==> config.mk <==
export PLATFORM = sky130hd
export DESIGN_NAME = pad_dma_top
export DESIGN_NICKNAME = d
export VERILOG_FILES = /design/src/pad_pkg.sv /design/src/pad_tile_walker.sv /design/src/pad_addr_gen.sv /design/src/pad_tile_buffer.sv /design/src/pad_dma_ctrl.sv /design/src/pad_dma_top.sv
export SDC_FILE = /design/constraint.sdc
export NUM_CORES = 2
export LEC_CHECK = 0
export ABC_CLOCK_PERIOD_IN_PS = 22200
export BUFFER_PORTS_ARGS = -buffer_cell sky130_fd_sc_hd__buf_4
export CAP_MARGIN = 10
export CORE_MARGIN = 2
export CORE_UTILIZATION = 60
export CTS_BUF_LIST = sky130_fd_sc_hd__clkbuf_8 sky130_fd_sc_hd__clkbuf_16
export CTS_CLUSTER_SIZE = 16
export DETAILED_ROUTE_END_ITERATION = 10
export PLACE_DENSITY = 0.76
export SYNTH_ARGS = -nofsm -noshare
export SYNTH_HDL_FRONTEND = slang
export SYNTH_SLANG_ARGS = --single-unit
==> constraint.sdc <==
create_clock -name clk -period 22.2 [get_ports clk]
set_clock_uncertainty 0.2 [all_clocks]
set_input_delay 0 -clock clk [delete_from_list [all_inputs] [get_ports clk]]
set_output_delay 0 -clock clk [all_outputs]
set_load 0.1 [all_outputs]
==> src/pad_pkg.sv <==
/*
 * Shared constants, word types and AXI channel structs
 * for the mirror-padding DMA engine
 */
`default_nettype none

package pad_pkg;

    localparam int TILE       = 4;  // Tile edge in words
    localparam int BUF_DIM    = 6;  // Tile plus one pad word each side
    localparam int BEAT_BYTES = 4;
    localparam int BUS_ADDR_W = 32; // Address width on the bus

    typedef logic [31:0] data_t;
    typedef logic [5:0]  dim_t;     // Width, tile coordinate or row index
    typedef logic [3:0]  len_t;     // AXI burst length minus one

    // Current tile and which matrix edges it touches
    typedef struct packed {
        dim_t bx;
        dim_t by;
        logic is_top;
        logic is_bottom;
        logic is_left;
        logic is_right;
    } tile_pos_t;

    typedef struct packed {
        logic [BUS_ADDR_W-1:0] addr;
        len_t                  len;
    } rd_req_t;

    typedef struct packed {
        logic [BUS_ADDR_W-1:0] addr;
        len_t                  len;
    } wr_req_t;

    typedef struct packed {
        data_t data;
        logic  last;
    } wr_beat_t;

endpackage

`default_nettype wire

==> src/pad_tile_walker.sv <==
/*
 * Row-major tile coordinate counter with edge flags
 */
`default_nettype none

module pad_tile_walker (
    input  logic                clk,
    input  logic                rst_n,
    input  logic                init_i,
    input  pad_pkg::dim_t       mat_width_i,
    input  logic                next_tile_i,
    output pad_pkg::tile_pos_t  pos_o,
    output logic                last_tile_o
);

    pad_pkg::dim_t bx_q;
    pad_pkg::dim_t by_q;
    pad_pkg::dim_t tiles_q;   // Tiles per row and per column
    logic          row_end;

    assign row_end = (bx_q == tiles_q - 6'd1);

    always_ff @(posedge clk) begin
        if (!rst_n) begin
            bx_q    <= '0;
            by_q    <= '0;
            tiles_q <= '0;
        end else if (init_i) begin
            bx_q    <= '0;
            by_q    <= '0;
            tiles_q <= mat_width_i >> 2;  // N / 4
        end else if (next_tile_i) begin
            if (row_end) begin
                bx_q <= '0;
                by_q <= by_q + 6'd1;
            end else begin
                bx_q <= bx_q + 6'd1;
            end
        end
    end

    assign pos_o.bx        = bx_q;
    assign pos_o.by        = by_q;
    assign pos_o.is_top    = (by_q == '0);
    assign pos_o.is_bottom = (by_q == tiles_q - 6'd1);
    assign pos_o.is_left   = (bx_q == '0);
    assign pos_o.is_right  = row_end;

    // Bottom right tile closes the run
    assign last_tile_o = pos_o.is_bottom & row_end;

endmodule

`default_nettype wire

==> src/pad_addr_gen.sv <==
/*
 * Read and write burst addresses for the current tile,
 * output burst length and number of output rows
 */
`default_nettype none

module pad_addr_gen #(
    parameter int ADDR_W = 32
) (
    input  logic [31:0]         src_base_i,
    input  logic [31:0]         dst_base_i,
    input  pad_pkg::dim_t       mat_width_i,
    input  pad_pkg::tile_pos_t  pos_i,
    input  logic [1:0]          rd_row_i,     // Local input row
    input  pad_pkg::dim_t       wr_row_i,     // Local output row
    output logic [31:0]         rd_addr_o,
    output logic [31:0]         wr_addr_o,
    output pad_pkg::len_t       wr_len_o,
    output logic [2:0]          wr_rows_o
);

    localparam logic [ADDR_W-1:0] TILE_A = ADDR_W'(pad_pkg::TILE);
    localparam logic [ADDR_W-1:0] BEAT_A = ADDR_W'(pad_pkg::BEAT_BYTES);

    logic [ADDR_W-1:0] n_w;
    logic [ADDR_W-1:0] out_w;      // Output row pitch N+2
    logic [ADDR_W-1:0] src_row;
    logic [ADDR_W-1:0] src_col;
    logic [ADDR_W-1:0] dst_row;
    logic [ADDR_W-1:0] dst_col;
    logic [ADDR_W-1:0] rd_sum;
    logic [ADDR_W-1:0] wr_sum;

    always_comb begin
        n_w     = ADDR_W'(mat_width_i);
        out_w   = n_w + ADDR_W'(2);
        src_row = ADDR_W'(pos_i.by) * TILE_A + ADDR_W'(rd_row_i);
        src_col = ADDR_W'(pos_i.bx) * TILE_A;

        // Edge tiles also own the pad row or column
        dst_row = pos_i.is_top  ? '0 : ADDR_W'(pos_i.by) * TILE_A + ADDR_W'(1);
        dst_col = pos_i.is_left ? '0 : ADDR_W'(pos_i.bx) * TILE_A + ADDR_W'(1);

        rd_sum = ADDR_W'(src_base_i) + (src_row * n_w + src_col) * BEAT_A;
        wr_sum = ADDR_W'(dst_base_i)
               + ((dst_row + ADDR_W'(wr_row_i)) * out_w + dst_col) * BEAT_A;
    end

    assign rd_addr_o = 32'(rd_sum);
    assign wr_addr_o = 32'(wr_sum);

    // 4 to 6 columns and rows
    assign wr_len_o  = pad_pkg::len_t'(pad_pkg::TILE - 1)
                     + pad_pkg::len_t'(pos_i.is_left)
                     + pad_pkg::len_t'(pos_i.is_right);
    assign wr_rows_o = 3'(pad_pkg::TILE) + 3'(pos_i.is_top) + 3'(pos_i.is_bottom);

endmodule

`default_nettype wire

==> src/pad_tile_buffer.sv <==
/*
 * 6x6 tile buffer, 4x4 input in the centre,
 * one-cycle mirror fill of the pad ring, async row readout
 */
`default_nettype none

module pad_tile_buffer (
    input  logic            clk,
    input  logic            wr_en_i,
    input  logic [1:0]      wr_row_i,
    input  logic [1:0]      wr_col_i,
    input  pad_pkg::data_t  wr_data_i,
    input  logic            fill_i,
    input  logic [2:0]      rd_row_i,
    input  logic [2:0]      rd_col_i,
    output pad_pkg::data_t  rd_data_o
);

    localparam int LAST = pad_pkg::BUF_DIM - 1;

    pad_pkg::data_t mem [pad_pkg::BUF_DIM][pad_pkg::BUF_DIM];

    always_ff @(posedge clk) begin
        if (wr_en_i) begin
            mem[wr_row_i + 3'd1][wr_col_i + 3'd1] <= wr_data_i;  // Centre offset
        end
        if (fill_i) begin
            for (int i = 1; i < LAST; i++) begin
                mem[0][i]    <= mem[2][i];       // m(-1) = 1
                mem[LAST][i] <= mem[LAST-2][i];  // m(N) = N-2
                mem[i][0]    <= mem[i][2];
                mem[i][LAST] <= mem[i][LAST-2];
            end
            // Corners take the diagonal neighbour
            mem[0][0]       <= mem[2][2];
            mem[0][LAST]    <= mem[2][LAST-2];
            mem[LAST][0]    <= mem[LAST-2][2];
            mem[LAST][LAST] <= mem[LAST-2][LAST-2];
        end
    end

    assign rd_data_o = mem[rd_row_i][rd_col_i];

endmodule

`default_nettype wire

==> src/pad_dma_ctrl.sv <==
/*
 * DMA sequencer: per tile four AXI read bursts, buffer fill,
 * then one AXI write burst per owned output row
 */
`default_nettype none

module pad_dma_ctrl #(
    parameter int ADDR_W = 32
) (
    input  logic                clk,
    input  logic                rst_n,

    input  logic [31:0]         src_addr_i,
    input  logic [31:0]         dst_addr_i,
    input  pad_pkg::dim_t       mat_width_i,
    input  logic                start_i,
    output logic                done_o,
    output logic [31:0]         src_base_o,   // Latched configuration
    output logic [31:0]         dst_base_o,
    output pad_pkg::dim_t       mat_width_o,

    input  pad_pkg::tile_pos_t  pos_i,
    input  logic                last_tile_i,
    output logic                init_o,
    output logic                next_tile_o,

    input  logic [31:0]         rd_addr_i,
    input  logic [31:0]         wr_addr_i,
    input  pad_pkg::len_t       wr_len_i,
    input  logic [2:0]          wr_rows_i,
    output logic [1:0]          rd_row_o,
    output pad_pkg::dim_t       wr_row_o,

    output logic                buf_wr_en_o,
    output logic [1:0]          buf_wr_row_o,
    output logic [1:0]          buf_wr_col_o,
    output logic                buf_fill_o,
    output logic [2:0]          buf_rd_row_o,
    output logic [2:0]          buf_rd_col_o,
    input  pad_pkg::data_t      buf_data_i,

    output pad_pkg::rd_req_t    ar_o,
    output logic                arvalid_o,
    input  logic                arready_i,
    input  logic                rlast_i,
    input  logic                rvalid_i,
    output logic                rready_o,
    output pad_pkg::wr_req_t    aw_o,
    output logic                awvalid_o,
    input  logic                awready_i,
    output pad_pkg::wr_beat_t   w_o,
    output logic                wvalid_o,
    input  logic                wready_i,
    input  logic                bvalid_i,
    output logic                bready_o
);

    typedef enum logic [2:0] {
        S_IDLE, S_RD_ADDR, S_RD_DATA, S_FILL, S_WR_ADDR, S_WR_DATA, S_WR_RESP
    } state_t;

    state_t            state;
    logic [ADDR_W-1:0] src_q;
    logic [ADDR_W-1:0] dst_q;
    pad_pkg::dim_t     width_q;
    logic [1:0]        rd_row_q;
    logic [1:0]        rd_col_q;
    logic [2:0]        wr_row_q;
    pad_pkg::len_t     beat_q;
    logic              ar_hs;
    logic              r_hs;
    logic              aw_hs;
    logic              w_hs;
    logic              b_hs;
    logic              rows_done;

    assign ar_hs     = arvalid_o & arready_i;
    assign r_hs      = rvalid_i & rready_o;
    assign aw_hs     = awvalid_o & awready_i;
    assign w_hs      = wvalid_o & wready_i;
    assign b_hs      = bvalid_i & (state == S_WR_RESP);  // B only after last W
    assign rows_done = (wr_row_q == wr_rows_i - 3'd1);

    always_ff @(posedge clk) begin
        if (done_o && start_i) begin
            src_q   <= ADDR_W'(src_addr_i);
            dst_q   <= ADDR_W'(dst_addr_i);
            width_q <= mat_width_i;
        end
    end

    always_ff @(posedge clk) begin
        if (!rst_n) begin
            state    <= S_IDLE;
            rd_row_q <= '0;
            rd_col_q <= '0;
            wr_row_q <= '0;
            beat_q   <= '0;
        end else begin
            case (state)
                S_IDLE: if (start_i) begin
                    rd_row_q <= '0;
                    rd_col_q <= '0;
                    state    <= S_RD_ADDR;
                end
                S_RD_ADDR: if (ar_hs) state <= S_RD_DATA;
                S_RD_DATA: if (r_hs) begin
                    rd_col_q <= rd_col_q + 2'd1;
                    if (rlast_i) begin
                        rd_col_q <= '0;
                        rd_row_q <= rd_row_q + 2'd1;  // Wraps to 0 after row 3
                        state    <= (rd_row_q == 2'd3) ? S_FILL : S_RD_ADDR;
                    end
                end
                S_FILL: begin
                    wr_row_q <= '0;
                    state    <= S_WR_ADDR;
                end
                S_WR_ADDR: if (aw_hs) begin
                    beat_q <= '0;
                    state  <= S_WR_DATA;
                end
                S_WR_DATA: if (w_hs) begin
                    beat_q <= beat_q + 4'd1;
                    if (w_o.last) state <= S_WR_RESP;
                end
                S_WR_RESP: if (b_hs) begin
                    if (!rows_done) begin
                        wr_row_q <= wr_row_q + 3'd1;
                        state    <= S_WR_ADDR;
                    end else begin
                        state <= last_tile_i ? S_IDLE : S_RD_ADDR;
                    end
                end
                default: state <= S_IDLE;
            endcase
        end
    end

    assign done_o      = (state == S_IDLE);
    assign init_o      = done_o & start_i;
    assign next_tile_o = b_hs & rows_done & ~last_tile_i;
    assign src_base_o  = 32'(src_q);
    assign dst_base_o  = 32'(dst_q);
    assign mat_width_o = width_q;
    assign rd_row_o    = rd_row_q;
    assign wr_row_o    = pad_pkg::dim_t'(wr_row_q);

    // R beats land straight in the buffer
    assign buf_wr_en_o  = r_hs;
    assign buf_wr_row_o = rd_row_q;
    assign buf_wr_col_o = rd_col_q;
    assign buf_fill_o   = (state == S_FILL);

    // Skip the pad ring on sides that are not matrix edges
    assign buf_rd_row_o = (pos_i.is_top ? 3'd0 : 3'd1) + wr_row_q;
    assign buf_rd_col_o = (pos_i.is_left ? 3'd0 : 3'd1) + 3'(beat_q);

    assign ar_o.addr = rd_addr_i;
    assign ar_o.len  = pad_pkg::len_t'(pad_pkg::TILE - 1);
    assign arvalid_o = (state == S_RD_ADDR);
    assign rready_o  = (state == S_RD_DATA);
    assign aw_o.addr = wr_addr_i;
    assign aw_o.len  = wr_len_i;
    assign awvalid_o = (state == S_WR_ADDR);
    assign w_o.data  = buf_data_i;
    assign w_o.last  = (beat_q == wr_len_i);
    assign wvalid_o  = (state == S_WR_DATA);
    assign bready_o  = (state == S_WR_DATA) | (state == S_WR_RESP);

endmodule

`default_nettype wire

==> src/pad_dma_top.sv <==
/*
 * Mirror-padding DMA top: tile walker, address generator,
 * tile buffer and AXI controller
 */
`default_nettype none

module pad_dma_top #(
    parameter int ADDR_W = 32
) (
    input  logic                clk,
    input  logic                rst_n,

    input  logic [31:0]         src_addr_i,
    input  logic [31:0]         dst_addr_i,
    input  pad_pkg::dim_t       mat_width_i,
    input  logic                start_i,
    output logic                done_o,

    output pad_pkg::rd_req_t    ar_o,
    output logic                arvalid_o,
    input  logic                arready_i,
    input  pad_pkg::data_t      rdata_i,
    input  logic                rlast_i,
    input  logic                rvalid_i,
    output logic                rready_o,

    output pad_pkg::wr_req_t    aw_o,
    output logic                awvalid_o,
    input  logic                awready_i,
    output pad_pkg::wr_beat_t   w_o,
    output logic                wvalid_o,
    input  logic                wready_i,
    input  logic                bvalid_i,
    output logic                bready_o
);

    pad_pkg::tile_pos_t pos;
    logic               last_tile;
    logic               init;
    logic               next_tile;
    logic [31:0]        src_base;
    logic [31:0]        dst_base;
    pad_pkg::dim_t      cfg_width;
    logic [31:0]        rd_addr;
    logic [31:0]        wr_addr;
    pad_pkg::len_t      wr_len;
    logic [2:0]         wr_rows;
    logic [1:0]         rd_row;
    pad_pkg::dim_t      wr_row;
    logic               buf_wr_en;
    logic [1:0]         buf_wr_row;
    logic [1:0]         buf_wr_col;
    logic               buf_fill;
    logic [2:0]         buf_rd_row;
    logic [2:0]         buf_rd_col;
    pad_pkg::data_t     buf_data;

    pad_tile_walker u_walker (
        .clk         (clk),
        .rst_n       (rst_n),
        .init_i      (init),
        .mat_width_i (mat_width_i),  // Sampled on init, same edge as ctrl latch
        .next_tile_i (next_tile),
        .pos_o       (pos),
        .last_tile_o (last_tile)
    );

    pad_addr_gen #(.ADDR_W(ADDR_W)) u_addr (
        .src_base_i  (src_base),
        .dst_base_i  (dst_base),
        .mat_width_i (cfg_width),
        .pos_i       (pos),
        .rd_row_i    (rd_row),
        .wr_row_i    (wr_row),
        .rd_addr_o   (rd_addr),
        .wr_addr_o   (wr_addr),
        .wr_len_o    (wr_len),
        .wr_rows_o   (wr_rows)
    );

    pad_tile_buffer u_buf (
        .clk       (clk),
        .wr_en_i   (buf_wr_en),
        .wr_row_i  (buf_wr_row),
        .wr_col_i  (buf_wr_col),
        .wr_data_i (rdata_i),
        .fill_i    (buf_fill),
        .rd_row_i  (buf_rd_row),
        .rd_col_i  (buf_rd_col),
        .rd_data_o (buf_data)
    );

    pad_dma_ctrl #(.ADDR_W(ADDR_W)) u_ctrl (
        .clk          (clk),
        .rst_n        (rst_n),
        .src_addr_i   (src_addr_i),
        .dst_addr_i   (dst_addr_i),
        .mat_width_i  (mat_width_i),
        .start_i      (start_i),
        .done_o       (done_o),
        .src_base_o   (src_base),
        .dst_base_o   (dst_base),
        .mat_width_o  (cfg_width),
        .pos_i        (pos),
        .last_tile_i  (last_tile),
        .init_o       (init),
        .next_tile_o  (next_tile),
        .rd_addr_i    (rd_addr),
        .wr_addr_i    (wr_addr),
        .wr_len_i     (wr_len),
        .wr_rows_i    (wr_rows),
        .rd_row_o     (rd_row),
        .wr_row_o     (wr_row),
        .buf_wr_en_o  (buf_wr_en),
        .buf_wr_row_o (buf_wr_row),
        .buf_wr_col_o (buf_wr_col),
        .buf_fill_o   (buf_fill),
        .buf_rd_row_o (buf_rd_row),
        .buf_rd_col_o (buf_rd_col),
        .buf_data_i   (buf_data),
        .ar_o         (ar_o),
        .arvalid_o    (arvalid_o),
        .arready_i    (arready_i),
        .rlast_i      (rlast_i),
        .rvalid_i     (rvalid_i),
        .rready_o     (rready_o),
        .aw_o         (aw_o),
        .awvalid_o    (awvalid_o),
        .awready_i    (awready_i),
        .w_o          (w_o),
        .wvalid_o     (wvalid_o),
        .wready_i     (wready_i),
        .bvalid_i     (bvalid_i),
        .bready_o     (bready_o)
    );

endmodule

`default_nettype wire

==> summary.md <==
| Metric | Value |
|---|---|
| Total number of vias | `42740` |
| Antenna Violating Nets Remaining | `0` |
| CTS max path bufs | `3` |
| Max cap viols | `0` |
| Clock slew at reported path FFs | `0.06 ns` |
| Worst EP required | `22.00 ns` |
| Max-slew headroom | `23.32%` |
| Cell count after synthesis | `4234` |
| Largest net degree at the start of global routing | `178` |
| GRT overflow | `0` |
| Ratio of cells with drive above 1 in the final layout | `22.63%` |
| Setup TNS | `0 ns` |
| Fin crit period | `9.707 ns` |
| Post-synth ARST share | `0%` |
| Ports | `222` |
| CP delay by family, top | `adder cells` |
| Peak VDD IR | `0.09274 mV` |
| RD Place Congestion | `0.8581` |
| Routed vias/inst | `6.689` |
| Pwr Density | `86.62 mW/mm2` |
| Slew Limit Fails | `0` |
| Post-route DRC | `0` |
| Clock sinks | `1636` |
| Unrepaired setup endpoints after global routing | `false` |
| Total CTS buffers | `165` |
| Seq/Total Area, Yosys | `66.49%` |
| Crit path depth | `29` |
| Chip Height | `353.8 um` |
| Final Hold Viols | `0` |
| Top FF cell, synth | `edfxtp_1` |
| Skew-Pair Late Insertion Delay | `0.80 ns` |
| Max H-tree Level | `4` |
| Initial DRT Pass Iterations | `6` |
| YS warnings | `0` |
| CP Class | `flip-flop to primary output` |
| Max stage delay on crit path | `0.62 ns` |
| First-pass GRT wire length | `283.9 mm` |
| Period Utilization, post-route | `43.73%` |
| Hold slack | `0.05557 ns` |
| Critical path arrival | `9.51 ns` |
| Most frequent CP cell | `fa_1` |
| Initial Util | `60.41%` |
| Syn avg cell area | `17.34 um2` |
| CTS resizes | `0` |
| Pre-CTS WS | `13.43 ns` |
| IO buf count | `216` |
| Detail Placement HPWL | `102.5 mm` |
| Core area | `0.1216 mm2` |
| Post-layout util | `69.53%` |
| Total GRT Usage | `31.39%` |
| Initial antenna violation count | `7` |
| Worst slew pin tran | `1.150 ns` |
| Fillers | `7496` |
| Setup violations, final | `0` |
| Vias in the first global route | `42550` |
| Crit path launch type | `flip-flop` |
| Die Wd | `353.8 um` |
| Final net count | `4935` |
| Die area | `0.1252 mm2` |
| Critical-path top delay cell | `dfxtp_1` |
| Hold Path Class | `input port to flip-flop` |
| Total power | `7.320 mW` |
| P&R area growth vs syn | `15.09%` |
| Post-Syn Area | `0.07343 mm2` |
| Row count | `128` |
| Maximum clock frequency | `0.1030 GHz` |
| Routed len/inst | `30.69 um` |
| Post-synth cell types | `74` |
| EDFF count, synth | `1606` |
| Root buf cell | `clkbuf_16` |
| WP buf/inv | `4` |
| Crit Path Max Fanout | `12` |
| Routed WL | `196.1 mm` |
| Reg2Reg Depth | `7` |
| Status | `completed` |
| Crit. End Element | `primary output` |
| Fin worst setup slack | `12.49 ns` |
| Leakage | `30.05 nW` |
| CTS tree | `done` |
| Hold Path Cell Cnt | `5` |
| Initial drt markers | `6326` |
| Seq cells post-synth | `1636` |
## cells by family (layout without fill, tap and decap cells)
family / count (synthesis) / count (layout) / share of synthesized area, %
adder cells (fa/ha/maj): 203 / 203 / 4.205
AND/OR/NAND/NOR: 602 / 602 / 3.938
flip-flops: 1636 / 1636 / 66.49
AO/OA/AOI/OAI: 761 / 761 / 7.431
multiplexers: 473 / 473 / 14.08
XOR/XNOR: 104 / 104 / 1.278
other: 2 / 10 / 0.01023
buffers and inverters: 453 / 976 / 2.563
## routing by layer
| metal | routed length (um) | track usage [%] | vias up |
|---|---|---|---|
| met4 | 7465 | 11.63 | 6 |
| li1 | - | - | 17540 |
| met2 | 95760 | 50.30 | 2784 |
| met1 | 71570 | 42.80 | 21930 |
| met3 | 21290 | 7.041 | 473 |
| met5 | 35 | 0 | - |
## synthesized netlist by cell type (17+ instances only)
master | instances | share of area [%]
o211ai_1 | 17 | 0.17
nor2_1 | 120 | 0.61
xnor2_1 | 65 | 0.78
mux2i_1 | 24 | 0.33
ha_1 | 130 | 2.2
o21ai_1 | 25 | 0.17
dfxtp_1 | 30 | 0.82
o21ai_0 | 38 | 0.26
inv_1 | 154 | 0.79
nand3_1 | 75 | 0.51
fa_1 | 73 | 2.0
nor2b_1 | 23 | 0.20
nor3_1 | 23 | 0.16
edfxtp_1 | 1606 | 66
buf_1 | 21 | 0.11
buf_4 | 29 | 0.30
o2111ai_1 | 30 | 0.36
clkbuf_1 | 195 | 1.0
xor2_1 | 37 | 0.44
nand2_1 | 207 | 1.1
a21o_1 | 467 | 4.8
a21oi_1 | 80 | 0.55
and2_1 | 64 | 0.55
buf_2 | 52 | 0.35
mux4_2 | 448 | 14
## where the power goes
group / switching, mW / internal [mW]
Clock: 1.21 / 1.45
Sequential: 0.0476 / 3.54
Combinational: 0.722 / 0.349
Total: 1.98 / 5.34
## state kept, by name (all words and copies together), names as in the netlist, 4 cells and up
signal              count
u_ctrl.beat_q           4
u_walker.tiles_q        4
u_ctrl.mat_width_o      6
u_buf.mem            1536
u_ctrl.dst_base_o      32
u_walker.by_q           6
u_ctrl.src_base_o      32
u_walker.bx_q           6
## metrics by stage
stage	cell area, um2	instances
2_1_floorplan	73440	4237
3_3_place_gp	77130	5876
3_5_place_dp	77130	5876
4_1_cts	84240	6374
5_1_grt	84510	6388
6_report	84510	6390
## final timing paths
kind	slack, ns	startpoint	endpoint
setup / recovery	12.49	u_walker.by_q[0]$_SDFFE_PP0P_	aw_o[28]
hold / removal	0.06	rlast_i	u_ctrl.buf_wr_row_o[0]$_SDFFE_PN0P_
setup reg to reg	17.02	u_ctrl.state[0]$_SDFFE_PN0P_	u_buf.mem[0][7]$_DFFE_PP_
hold reg to reg	0.32	u_walker.tiles_q[1]$_SDFFE_PN0P_	u_walker.tiles_q[1]$_SDFFE_PN0P_
## worst register-to-register path, cell delays in order (launching register included)
cell and delay (ns):
dfxtp_1 0.65, nand2_1 0.20, nor2_4 0.11, buf_4 0.77, buf_4 0.93, a31oi_2 0.41
a21oi_4 0.92, buf_4 0.59
## layout make-up
cell class	count	area [um2]	area share [%]
diodes	5	12.51	0.01480
repair buffers	515	4602	5.445
flip-flops and latches	1636	48830	57.77
inverters	155	583.1	0.6899
clock buffers	167	4179	4.945
well taps	1625	2033	2.406
clock inverters	139	1006	1.190
multi-input cells	2148	23270	27.54
## timing repair
action | 4_1_cts | 5_1_grt
setup buffers | 0 | 0
hold buffers | 192 | 0
endpoints found under the hold margin | 1352 | 0
## layout by cell type (no fill, tap or decap), types with 10 or more instances in the layout
cell and n:
o211ai_1 17, nor3_1 23, buf_4 306, clkinv_2 25
o21a_1 14, nand3_1 75, and2_1 64, clkinv_1 43
nor2b_1 22, a21oi_1 69, dlygate4sd3_1 192, edfxtp_1 1606
o21ai_1 25, inv_1 193, fa_1 73, nor4_1 13
and3_1 14, xor2_1 35, a21o_1 467, dfxtp_1 30
nand2b_1 12, mux2i_1 24, nor2_4 33, clkbuf_16 168
ha_1 126, a21oi_4 11, o2111ai_1 30, nor2_1 87
a211oi_1 13, xnor2_1 63, o21ai_0 34, mux4_2 448
or2_2 10, nand2_1 207
Power figures use the tool's default switching activity.
